$ cat config.mk
export PLATFORM = sky130hd
export DESIGN_NAME = frontend_top
export DESIGN_NICKNAME = d
export VERILOG_FILES = /design/src/rv32i_types.sv /design/src/frontend_top.sv /design/src/decode_unit.sv /design/src/fetch_unit.sv /design/src/queue.sv
export SDC_FILE = /design/constraint.sdc
export NUM_CORES = 1
export LEC_CHECK = 0
export BUFFER_PORTS_ARGS = -buffer_cell sky130_fd_sc_hd__buf_2
export CAP_MARGIN = 40
export CELL_PAD_IN_SITES_DETAIL_PLACEMENT = 2
export CELL_PAD_IN_SITES_GLOBAL_PLACEMENT = 2
export CORE_MARGIN = 1.5
export CORE_UTILIZATION = 42
export CTS_CLUSTER_DIAMETER = 80
export CTS_CLUSTER_SIZE = 12
export DETAILED_ROUTE_END_ITERATION = 7
export HOLD_SLACK_MARGIN = 0.02
export PLACE_DENSITY_LB_ADDON = 0.25
export SETUP_SLACK_MARGIN = 0.5
export SLEW_MARGIN = 20
export SYNTH_ARGS = -nofsm -noshare
export SYNTH_HDL_FRONTEND = slang
export SYNTH_SLANG_ARGS = --single-unit
$ cat constraint.sdc
create_clock -name clk -period 5.9 [get_ports clk]
set_input_delay 0.59 -clock clk [delete_from_list [all_inputs] [get_ports clk]]
set_output_delay 0.59 -clock clk [all_outputs]
set_load 0.01 [all_outputs]
$ cat src/rv32i_types.sv
package rv32i_types;

    // front-end constants
    localparam logic [31:0] reset_pc = 32'h0000_0000;  // first fetch address
    localparam int fetch_queue_depth = 8;              // entries between fetch and decode

    // major opcodes, low seven bits of the instruction word
    typedef enum logic [6:0] {
        op_lui     = 7'b0110111,
        op_auipc   = 7'b0010111,
        op_jal     = 7'b1101111,
        op_jalr    = 7'b1100111,
        op_branch  = 7'b1100011,
        op_load    = 7'b0000011,
        op_store   = 7'b0100011,
        op_imm     = 7'b0010011,
        op_reg     = 7'b0110011,
        op_illegal = 7'b0000000  // stands for every other encoding
    } opcode_e;

    // one fetched word with the address it came from
    typedef struct packed {
        logic [31:0] pc;
        logic [31:0] instr;
    } fetch_entry_t;

    // decoded instruction record handed downstream
    typedef struct packed {
        logic [31:0] pc;
        opcode_e     op;
        logic [4:0]  rd;
        logic [4:0]  rs1;
        logic [4:0]  rs2;
        logic [2:0]  funct3;
        logic [6:0]  funct7;
        logic [31:0] imm;      // sign-extended per format
        logic        illegal;
    } decoded_t;

endpackage : rv32i_types
$ cat src/frontend_top.sv
`timescale 1ns/1ps

module frontend_top (
    input  logic                   clk,
    input  logic                   rst,
    input  logic [31:0]            imem_rdata,
    input  logic                   dec_ready,
    output logic                   imem_req,
    output logic [31:0]            imem_addr,
    output logic                   dec_valid,
    output rv32i_types::decoded_t  dec_data
);

    rv32i_types::fetch_entry_t enq_data;    // fetch to queue
    rv32i_types::fetch_entry_t head_data;   // queue head to decode
    logic                      enq_valid;
    logic                      dequeue;
    logic                      queue_full;
    logic                      queue_empty;

    fetch_unit u_fetch (
        .clk        (clk),
        .rst        (rst),
        .imem_rdata (imem_rdata),
        .queue_full (queue_full),
        .imem_req   (imem_req),
        .imem_addr  (imem_addr),
        .enq_valid  (enq_valid),
        .enq_data   (enq_data)
    );

    queue #(
        .DATA_WIDTH  ($bits(rv32i_types::fetch_entry_t)),
        .QUEUE_DEPTH (rv32i_types::fetch_queue_depth)
    ) u_queue (
        .clk        (clk),
        .rst        (rst),
        .wdata_in   (enq_data),
        .enqueue_in (enq_valid),
        .dequeue_in (dequeue),
        .rdata_out  (head_data),
        .full_out   (queue_full),
        .empty_out  (queue_empty)
    );

    decode_unit u_decode (
        .clk         (clk),
        .rst         (rst),
        .head_data   (head_data),
        .queue_empty (queue_empty),
        .dec_ready   (dec_ready),
        .dequeue     (dequeue),
        .dec_valid   (dec_valid),
        .dec_data    (dec_data)
    );

endmodule : frontend_top

$ cat src/decode_unit.sv
`timescale 1ns/1ps

module decode_unit (
    input  logic                       clk,
    input  logic                       rst,
    input  rv32i_types::fetch_entry_t  head_data,
    input  logic                       queue_empty,
    input  logic                       dec_ready,
    output logic                       dequeue,
    output logic                       dec_valid,
    output rv32i_types::decoded_t      dec_data
);

    rv32i_types::decoded_t dec_next;    // combinational decode of the head entry
    logic [31:0]           instr;

    logic valid_q;
    rv32i_types::decoded_t data_q;

    assign instr = head_data.instr;

    // pop when the output register is empty or leaving this cycle
    assign dequeue = !queue_empty && (!valid_q || dec_ready);

    assign dec_valid = valid_q;
    assign dec_data  = data_q;

    always_comb begin
        dec_next.pc     = head_data.pc;
        dec_next.rd     = instr[11:7];
        dec_next.rs1    = instr[19:15];
        dec_next.rs2    = instr[24:20];
        dec_next.funct3 = instr[14:12];
        dec_next.funct7 = instr[31:25];

        // every legal opcode has 11 in the low bits, so the default covers the rest
        case (instr[6:0])
            rv32i_types::op_lui:    dec_next.op = rv32i_types::op_lui;
            rv32i_types::op_auipc:  dec_next.op = rv32i_types::op_auipc;
            rv32i_types::op_jal:    dec_next.op = rv32i_types::op_jal;
            rv32i_types::op_jalr:   dec_next.op = rv32i_types::op_jalr;
            rv32i_types::op_branch: dec_next.op = rv32i_types::op_branch;
            rv32i_types::op_load:   dec_next.op = rv32i_types::op_load;
            rv32i_types::op_store:  dec_next.op = rv32i_types::op_store;
            rv32i_types::op_imm:    dec_next.op = rv32i_types::op_imm;
            rv32i_types::op_reg:    dec_next.op = rv32i_types::op_reg;
            default:                dec_next.op = rv32i_types::op_illegal;
        endcase

        dec_next.illegal = (dec_next.op == rv32i_types::op_illegal);

        case (dec_next.op)
            rv32i_types::op_imm,
            rv32i_types::op_load,
            rv32i_types::op_jalr: begin
                dec_next.imm = {{20{instr[31]}}, instr[31:20]};     // I type
            end
            rv32i_types::op_store: begin
                dec_next.imm = {{20{instr[31]}}, instr[31:25], instr[11:7]};    // S type
            end
            rv32i_types::op_branch: begin
                dec_next.imm = {{19{instr[31]}}, instr[31], instr[7],
                                instr[30:25], instr[11:8], 1'b0};   // B type
            end
            rv32i_types::op_lui,
            rv32i_types::op_auipc: begin
                dec_next.imm = {instr[31:12], 12'b0};   // U type
            end
            rv32i_types::op_jal: begin
                dec_next.imm = {{11{instr[31]}}, instr[31], instr[19:12],
                                instr[20], instr[30:21], 1'b0};     // J type
            end
            default: begin
                dec_next.imm = 32'd0;   // register ops and illegal words
            end
        endcase
    end

    always_ff @(posedge clk) begin
        if (rst) begin
            valid_q <= 1'b0;
        end else if (dequeue) begin
            valid_q <= 1'b1;    // loaded in the same cycle as the pop
        end else if (dec_ready) begin
            valid_q <= 1'b0;
        end
    end

    // payload holds while stalled
    always_ff @(posedge clk) begin
        if (dequeue) begin
            data_q <= dec_next;
        end
    end

endmodule : decode_unit

$ cat src/fetch_unit.sv
`timescale 1ns/1ps

module fetch_unit (
    input  logic                       clk,
    input  logic                       rst,
    input  logic [31:0]                imem_rdata,
    input  logic                       queue_full,
    output logic                       imem_req,
    output logic [31:0]                imem_addr,
    output logic                       enq_valid,
    output rv32i_types::fetch_entry_t  enq_data
);

    logic [31:0] pc_q;          // address of the next request
    logic        running_q;     // set once reset has been released
    logic        pending_q;     // a response is due this cycle
    logic [31:0] pending_pc_q;  // pc of the word in flight

    // request only while the queue has room after this cycle;
    // full already counts the word being enqueued now
    assign imem_req = running_q && !queue_full;
    assign imem_addr = pc_q;

    always_ff @(posedge clk) begin
        if (rst) begin
            running_q <= 1'b0;
            pending_q <= 1'b0;
            pc_q      <= rv32i_types::reset_pc;
        end else begin
            running_q <= 1'b1;
            pending_q <= imem_req;      // fixed one-cycle memory latency
            if (imem_req) begin
                pc_q <= pc_q + 32'd4;   // sequential only, no redirect
            end
        end
    end

    // payload register, follows the request
    always_ff @(posedge clk) begin
        if (imem_req) begin
            pending_pc_q <= pc_q;
        end
    end

    // pair the returned word with its pc in the response cycle
    always_comb begin
        enq_valid      = pending_q;
        enq_data.pc    = pending_pc_q;
        enq_data.instr = imem_rdata;
    end

endmodule : fetch_unit

$ cat src/queue.sv
`timescale 1ns/1ps

module queue #(
    parameter int DATA_WIDTH = 64,
    parameter int QUEUE_DEPTH = 8
) (
    input  logic                    clk,
    input  logic                    rst,
    input  logic [DATA_WIDTH - 1:0] wdata_in,
    input  logic                    enqueue_in,
    input  logic                    dequeue_in,
    output logic [DATA_WIDTH - 1:0] rdata_out,
    output logic                    full_out,
    output logic                    empty_out
);

    // pointers carry one bit above the address to tell full from empty
    typedef logic [$clog2(QUEUE_DEPTH):0] ptr_t;

    ptr_t head_q;
    ptr_t tail_q;
    ptr_t head_d;   // combinational
    ptr_t tail_d;   // combinational

    logic [DATA_WIDTH - 1:0] mem [QUEUE_DEPTH];

    logic full_now;     // from the registered pointers
    logic empty_now;
    logic do_enq;       // accepted enqueue
    logic do_deq;       // accepted dequeue

    always_comb begin
        full_now = (tail_q[$clog2(QUEUE_DEPTH) - 1:0] == head_q[$clog2(QUEUE_DEPTH) - 1:0])
                && (tail_q[$clog2(QUEUE_DEPTH)] != head_q[$clog2(QUEUE_DEPTH)]);
        empty_now = (tail_q[$clog2(QUEUE_DEPTH) - 1:0] == head_q[$clog2(QUEUE_DEPTH) - 1:0])
                 && (tail_q[$clog2(QUEUE_DEPTH)] == head_q[$clog2(QUEUE_DEPTH)]);

        do_enq = enqueue_in && !full_now;
        do_deq = dequeue_in && !empty_now;

        tail_d = tail_q + ptr_t'(do_enq);  // wrap bit toggles on rollover
        head_d = head_q + ptr_t'(do_deq);
    end

    // look-ahead full: the producer sees the state after this cycle's traffic,
    // so a request issued now still has a slot when its word comes back
    assign full_out = (tail_d[$clog2(QUEUE_DEPTH) - 1:0] == head_d[$clog2(QUEUE_DEPTH) - 1:0])
                   && (tail_d[$clog2(QUEUE_DEPTH)] != head_d[$clog2(QUEUE_DEPTH)]);

    assign empty_out = empty_now;

    // first-word-fall-through: head entry is always on the output
    assign rdata_out = mem[head_q[$clog2(QUEUE_DEPTH) - 1:0]];

    always_ff @(posedge clk) begin
        if (rst) begin
            head_q <= '0;   // both pointers reset together
            tail_q <= '0;
        end else begin
            head_q <= head_d;
            tail_q <= tail_d;
        end
    end

    always_ff @(posedge clk) begin
        if (do_enq) begin
            mem[tail_q[$clog2(QUEUE_DEPTH) - 1:0]] <= wdata_in;
        end
    end

endmodule : queue

==> impl_metrics.py, run 1 <==
metrics = {
    "synthesis": {
        "synth_ff_type": "edfxtp_1",
        "synth_adder_area_share_pct": 0.2470,
        "ys_ff_latch": 661,
        "synth_edf_count": 620,
        "synthXorXnorAreaFrac_pct": 0.4496,
        "yosys_warnings": 0,
        "synth_top_family_by_area": "multiplexers",
        "ys_top_cells_by_area": "edfxtp_1 74%, mux4_2 9.6%, dfxtp_1 3.2%",
        "synthMuxAreaShare_pct": 13.93,
        "syn_area_per_cell_sq_um": 19.80,
        "synth.top_cell.area_share_pct": 73.51,
        "synthesis.area_sq_mm": 0.02533,
        "synth_compound_area_share_pct": 2.653,
        "synth_top_cell_by_area": "edfxtp_1",
        "ys_seq_area_share_pct": 76.76,
        "synth-simple-area-share_pct": 4.185,
        "synth_cell_type_count": 57,
        "synth_cells": 1279,
        "async_reset_ff_share_pct": 0,
    },
    "cells_and_area": {
        "finalNonFillerCells": 2284,
        "final_nets": 1512,
        "layout_commonest_cell": "edfxtp_1",
        "multi_input_area_sq_mm": 0.005552,
        "drive_gt1_share_pct": 30.18,
        "num_antenna_cells": 0,
        "n_fill_cell": 5292,
        "layout_common_cells": "620 x edfxtp_1, 161 x buf_2, 108 x mux4_2",
        "regArea_sq_mm": 0.01945,
        "synthToLayoutAreaGrowth_pct": 14.35,
    },
    "pwr": {
        "p_leak_nw": 9.545,
        "ir_drop_mv": 0.2365,
        "switching_share_pct": 27.69,
        "internal-power_w": 0.008636,
        "power_frac_seq_pct": 49.7,
        "comb_power_share_pct": 19.6,
        "pwr-share-clk_pct": 30.7,
        "power.density_mw_per_mm2": 412.4,
        "power.switching_w": 0.003307,
    },
    "placed_design": {
        "gp_congestion": 0.7477,
        "port-buffer-count": 161,
        "dp_cells": 2181,
        "place_hpwl_mm": 39.97,
    },
    "worst_setup_path": {
        "worst_ep_required_time_ns": 5.31,
        "arrival_ns": 4.35,
        "start_kind": "flop",
        "crit_buf_inv": 2,
        "critical_path_class": "reg2out",
        "cpMaxStageDelayCell": "dfxtp_4",
        "r2r_slack_ns": 1.69,
        "crit_family": "XOR/XNOR gates",
        "critPathMaxFanout": 42,
        "worstReg2RegEnd": "u_fetch.pending_pc_q[26]$_DFFE_PP_",
        "crit_chain": "xnor2_1 > nand3_1 > o21a_1 > ha_1 > ha_1 > xnor2_1 > xor2_1 > nor3_4 > buf_4 > a21boi_4 > buf_2",
        "max_stage_delay_ns": 0.84,
        "worst_setup_path_end_kind": "primary output",
        "r2r_start": "u_queue.head_q[1]$_SDFF_PP0_",
        "worstRegToRegCells": 11,
    },
    "detailed_routing": {
        "drtIter0Drc": 822,
        "wl_per_cell_um": 28.26,
        "via_per_inst": 5.627,
        "drc": 0,
        "drt-pass1-iter-count": 4,
        "drt-total-wl_mm": 64.55,
        "ant_nets": 0,
        "vias": 12850,
    },
    "min_path": {
        "hold_start": "imem_rdata[2]",
        "hold-path-cell-count": 1,
        "hold_path_class": "in2reg",
        "min_delay_worst_endpoint": "u_queue.mem[4][2]$_DFFE_PP_",
    },
    "sta": {
        "rsz0062_at_grt": "no",
        "relSlewSlack_pct": 40.27,
        "setup_tns_ns": 0,
        "setup_violations": 0,
        "max_freq_mhz": 202.5,
        "fin_crit_ns": 4.938,
        "finalMaxSlewViolations": 0,
        "post-route-period-util_pct": 83.70,
        "worstMarginPinSlew_ns": 0.8711,
        "hold_violations": 0,
        "finalClockSkew_ns": 0.02231,
    },
    "floorplan": {
        "pin_count": 166,
        "fp.dieW_um": 248.6,
        "core_region_area_sq_mm": 0.05935,
        "rows": 89,
        "initial_core_util_pct": 42.67,
        "fp.dieArea_sq_mm": 0.06178,
        "die_h_um": 248.6,
    },
    "clocking": {
        "cts_hold_buf": 0,
        "cts_buffers": 61,
        "cts.clk_slew.worst_paths_ns": 0.06,
        "cts_sinks": 661,
        "clockBufferDepth": 3,
        "htreeDepth": 2,
        "root_buffer": "clkbuf_16",
        "clock_latency_ns": 0.62,
        "ctsResizeCount": 0,
        "cts_tree": "yes",
        "postCtsSetupBuffers": 0,
    },
    "global_route": {
        "grt_pass1_wl_mm": 96.37,
        "grt_remaining_overflow": 0,
        "grt_use_total_pct": 21.13,
        "grt_antenna_before_repair": 1,
        "grt_pass1_vias": 14230,
        "grt_start_max_net_pins": 83,
    },
    "run": {
        "drv_cap": 0,
    },
    "outcome": {
        "status": "completed",
    },
}
-- state kept, by name (all words and copies together), names as in the netlist --
name,cells
u_queue.mem,496
u_decode.dec_data,94
u_fetch.imem_addr,30
u_fetch.pending_pc_q,30
u_queue.head_q,4
u_queue.tail_q,4
u_decode.dec_valid,1
u_fetch.enq_valid,1
u_fetch.running_q,1
-- layer usage --
| metal | up-vias | routed length, um | track usage (%) |
|---|---|---|---|
| met5 | - | 0 | 0 |
| met4 | 0 | 1053 | 4.557 |
| met3 | 74 | 2249 | 2.847 |
| met2 | 329 | 33870 | 37.68 |
| met1 | 6909 | 27370 | 27.64 |
| li1 | 5539 | - | - |
-- cell type report --
| class | count | area share (%) |
|---|---|---|
| Inverter | 30 | 0.3888 |
| Tap cell | 773 | 3.340 |
| Sequential cell | 661 | 67.15 |
| Multi-Input combinational cell | 526 | 19.17 |
| Clock inverter | 2 | 0.04752 |
| Timing Repair Buffer | 192 | 3.837 |
| Clock buffer | 100 | 6.070 |
-- cell families (layout without fill, tap and decap cells) --
group                    count (synthesis)  count (layout)
AO/OA/AOI/OAI                           94              94
adder cells (fa/ha/maj)                  5               5
buffers and inverters                   95             324
XOR/XNOR                                13              13
other                                    1               4
flip-flops                             661             661
multiplexers                           205             205
AND/OR/NAND/NOR                        205             205
-- power groups by stage --
stage	Sequential, W	Clock (W)	Combinational (W)
after floorplan	0.00610	0	0.00136
after global placement	0.00601	0	0.00225
after detailed placement	0.00605	0	0.00235
after CTS	0.00595	0.00377	0.00237
after global routing	0.00599	0.00391	0.00251
final	0.00593	0.00367	0.00234
-- worst max-delay path by stage --
| stage | start | end | slack, ns | cells past startpoint |
|---|---|---|---|---|
| floorplan | u_queue.head_q[1]$_SDFF_PP0_ | imem_req | 1.30 | 12 |
| global placement | u_queue.head_q[0]$_SDFF_PP0_ | imem_req | 1.88 | 11 |
| detailed placement | u_queue.head_q[0]$_SDFF_PP0_ | imem_req | 1.58 | 11 |
| CTS | u_queue.head_q[0]$_SDFF_PP0_ | imem_req | 0.87 | 11 |
| global route | u_queue.head_q[0]$_SDFF_PP0_ | imem_req | 0.65 | 11 |
| finish | u_queue.head_q[1]$_SDFF_PP0_ | imem_req | 0.96 | 11 |
-- metrics by stage --
step / total power [W] / setup slack, ns / cell area [sq um] / hold WS, ns / utilization (%)
3_3_place_gp: 0.008257 / 1.885 / 27080 / 0.5216 / 45.63
3_5_place_dp: 0.008400 / 1.585 / 27160 / 0.5225 / 45.76
6_report: 0.01194 / 0.9618 / 28960 / 0.2454 / 48.79
2_1_floorplan: 0.007462 / 1.298 / 25350 / 0.5109 / -
5_1_grt: 0.01241 / 0.6468 / 28960 / 0.2186 / 48.79
4_1_cts: 0.01209 / 0.8693 / 28930 / 0.1984 / 48.75
-- cell usage after synthesis, drive strengths merged, types with 17 or more instances --
cell / instances
buf: 44
o22ai: 21
mux2i: 33
nand3: 21
mux4: 110
nor2b: 33
nand2: 37
inv: 29
edfxtp: 620
dfxtp: 41
clkbuf: 21
nor2: 54
nand4: 17
mux2: 62
Note: power is estimated with default switching activity, not from simulation.
==> run 2, diff against run 1 <==
ABC_AREA = 1   (was default)
CORE_UTILIZATION = 38   (was 42)
clock period = 4.35 ns   (was 5.9 ns; I/O delays follow)
==> run 2 against run 1 <==
Net effect: sequential share of layout area decreased by 1.6 points; final area increased by 2.5%; routed wire length increased by 18%; via count increased by 33%; sequential cell count unchanged; first-iteration DRC count increased by 50%; die area increased by 14%; clock skew decreased by 0.0025 ns; utilization decreased by 5.4 points; final cell count increased by 39%; combinational power increased by 94%; sequential power increased by 34%; largest cell class unchanged; largest power group unchanged.
==> impl_metrics.py, run 2 <==
metrics = {
    "sta": {
        "relSlewSlack_pct": 43.19,
        "fin_crit_ns": 3.671,
        "finalClockSkew_ns": 0.01976,
        "finalMaxSlewViolations": 0,
        "setup_violations": 0,
        "post-route-period-util_pct": 84.39,
        "hold-worst-slack_ns": 0.05460,
        "rsz0062_at_grt": "no",
        "max_freq_mhz": 272.4,
        "worstMarginPinSlew_ns": 0.8521,
        "hold_violations": 0,
        "setup_tns_ns": 0,
    },
    "synthesis": {
        "synth_ff_type": "edfxtp_1",
        "async_reset_ff_share_pct": 0,
        "ys_top_cells_by_area": "edfxtp_1 71%, nor2_1 5.5%, o21ai_0 4.6%",
        "synth.most_common_cell": "edfxtp_1",
        "synthesis.area_sq_mm": 0.02622,
        "synth_cells": 2120,
        "synth_cell_type_count": 35,
        "synth_top_cell_by_area": "edfxtp_1",
        "synth_edf_count": 620,
        "yosys_warnings": 0,
        "syn_area_per_cell_sq_um": 12.37,
        "synthTopCellsByCount": "620 x edfxtp_1, 385 x nor2_1, 299 x nand2_1",
        "ys_seq_area_share_pct": 74.15,
        "synth.top_cell.area_share_pct": 71.02,
        "ys_ff_latch": 661,
    },
    "worst_setup_path": {
        "crit_path_end": "imem_req",
        "start_kind": "flop",
        "worst_ep_required_time_ns": 3.91,
        "worstReg2RegEnd": "u_decode.dec_data[17]$_DFFE_PP_",
        "worst_setup_path_end_kind": "primary output",
        "critical_path_class": "reg2out",
        "worstRegToRegCells": 13,
        "arrival_ns": 3.24,
        "crit_path_start": "u_queue.tail_q[2]$_SDFF_PP0_",
        "r2r_slack_ns": 1.03,
        "critPathMaxFanout": 30,
        "r2r_start": "u_queue.head_q[0]$_SDFF_PP0_",
    },
    "floorplan": {
        "pin_count": 166,
        "rows": 96,
        "initial_core_util_pct": 38.29,
        "die_h_um": 265.7,
        "core_region_area_sq_mm": 0.06847,
        "fp.dieW_um": 265.7,
        "fp.dieArea_sq_mm": 0.07058,
    },
    "detailed_routing": {
        "drt-total-wl_mm": 76.39,
        "ant_nets": 0,
        "drtIter0Drc": 1232,
        "vias": 17110,
        "via_per_inst": 5.383,
        "wl_per_cell_um": 24.04,
        "drt-pass1-iter-count": 5,
        "drc": 0,
    },
    "outcome": {
        "status": "completed",
    },
    "cells_and_area": {
        "synthToLayoutAreaGrowth_pct": 13.24,
        "layout_commonest_cell": "edfxtp_1",
        "drive_gt1_share_pct": 13.64,
        "fin_util_pct": 43.36,
        "layout_common_cells": "620 x edfxtp_1, 377 x nor2_1, 299 x nand2_1",
        "final_nets": 2307,
        "largest_reg_flops": 496,
        "final_area_sq_mm": 0.02969,
    },
    "clocking": {
        "cts_tree": "yes",
        "root_buffer": "clkbuf_16",
        "clockBufferDepth": 3,
        "cts_buffers": 61,
        "postCtsSetupBuffers": 0,
        "cts_sinks": 661,
        "htreeDepth": 2,
        "clock_latency_ns": 0.66,
        "cts.clk_slew.worst_paths_ns": 0.07,
    },
    "global_route": {
        "grt_start_max_net_pins": 165,
        "grt_use_total_pct": 21.62,
        "grt_remaining_overflow": 0,
        "grt_pass1_wl_mm": 115.5,
        "grt_antenna_before_repair": 4,
        "grt_pass1_vias": 18960,
    },
    "min_path": {
        "hold_path_class": "in2reg",
    },
    "placed_design": {
        "place_hpwl_mm": 45.74,
        "place_area_sq_mm": 0.02797,
        "port-buffer-count": 161,
        "gp_congestion": 0.7908,
    },
    "pwr": {
        "p_leak_nw": 10.62,
        "ir_drop_mv": 0.3616,
        "finalPower_w": 0.01733,
        "power.density_mw_per_mm2": 583.8,
    },
    "run": {
        "drv_cap": 0,
    },
}
[run 2: cell count changes in the layout (fill, tap and decap cells not counted), moves of 53 or more]
| cell | change |
|---|---|
| o21ai_0 | +231 |
| mux4_2 | -108 |
| nand3_1 | +71 |
| nand2_1 | +262 |
| o22ai_1 | +53 |
| mux2_2 | -61 |
| nor2_1 | +330 |
[run 2: cell families after synthesis]
kind of cell               Yosys count  share of synthesized area, %
and+or+nand+nor                    835                         13.01
DFF                                661                         74.15
AOI/OAI and AO/OA                  381                         7.865
buffers and inverters              206                         3.689
xor gates and xnor gates            31                         1.036
adders and majority gates            5                        0.2386
other                                1                       0.01430
[run 2: critical path: stages, from the launching register on]
cell and delay, ns:
dfxtp_2 0.37, xor2_1 0.16, nor3_2 0.23, nand2_1 0.09, nand2_1 0.10, inv_1 0.07, ha_1 0.21, ha_1 0.23
xnor2_1 0.30, nand2_1 0.09, a21oi_1 0.18, nand3_1 0.11, nand2_2 0.14, inv_6 0.13, buf_2 0.18
[run 2: stage by stage]
step / setup WS (ns) / std cells
2_1_floorplan: -0.1470 / 2123
3_5_place_dp: 0.7047 / 3084
3_3_place_gp: 0.9187 / 3080
4_1_cts: 0.5801 / 3177
5_1_grt: 0.4304 / 3178
6_report: 0.6791 / 3178
[run 2: how the worst min path moves through the flow]
stage,from,endpoint,slack (ns),cells past startpoint
detailed placement,u_fetch.imem_addr[2]$_SDFFE_PP0P_,u_fetch.pending_pc_q[2]$_DFFE_PP_,0.55,0
floorplan,u_fetch.imem_addr[22]$_SDFFE_PP0P_,u_fetch.pending_pc_q[22]$_DFFE_PP_,0.50,0
global placement,u_fetch.imem_addr[7]$_SDFFE_PP0P_,u_fetch.imem_addr[7]$_SDFFE_PP0P_,0.53,2
global route,imem_rdata[4],u_queue.mem[0][4]$_DFFE_PP_,0.04,1
CTS,imem_rdata[4],u_queue.mem[0][4]$_DFFE_PP_,0.02,1
finish,imem_rdata[4],u_queue.mem[0][4]$_DFFE_PP_,0.05,1
[run 2: layout make-up]
| type | instances | area (sq um) |
|---|---|---|
| Fill cell | 6893 | 38780 |
| Sequential cell | 661 | 19450 |
| Multi-Input combinational cell | 1256 | 5898 |
| Clock buffer | 85 | 1617 |
| Timing Repair Buffer | 199 | 1221 |
| Tap cell | 882 | 1104 |
| Inverter | 88 | 345.3 |
| Clock inverter | 6 | 52.55 |
| Antenna cell | 1 | 2.502 |
[run 2: routing by layer]
| layer | GRT usage (%) | wire [um] | vias to the layer above |
|---|---|---|---|
| met5 | 0 | 38 | - |
| met4 | 6.311 | 1761 | 6 |
| met3 | 3.203 | 2714 | 129 |
| met2 | 38.73 | 39190 | 316 |
| met1 | 27.04 | 32690 | 8888 |
| li1 | - | - | 7767 |
[run 2: where the power goes]
part           internal (W)  total, W  switching [W]
combinational       0.00124   0.00453        0.00329
clock               0.00255   0.00486        0.00231
sequential          0.00775   0.00794       0.000191
[run 2: what timing repair did]
action / CTS / global route
gates resized for setup: 6 / 2
setup endpoints to repair: 1 / 1
hold buffers: 2 / 0
hold endpoints to repair: 16 / 0
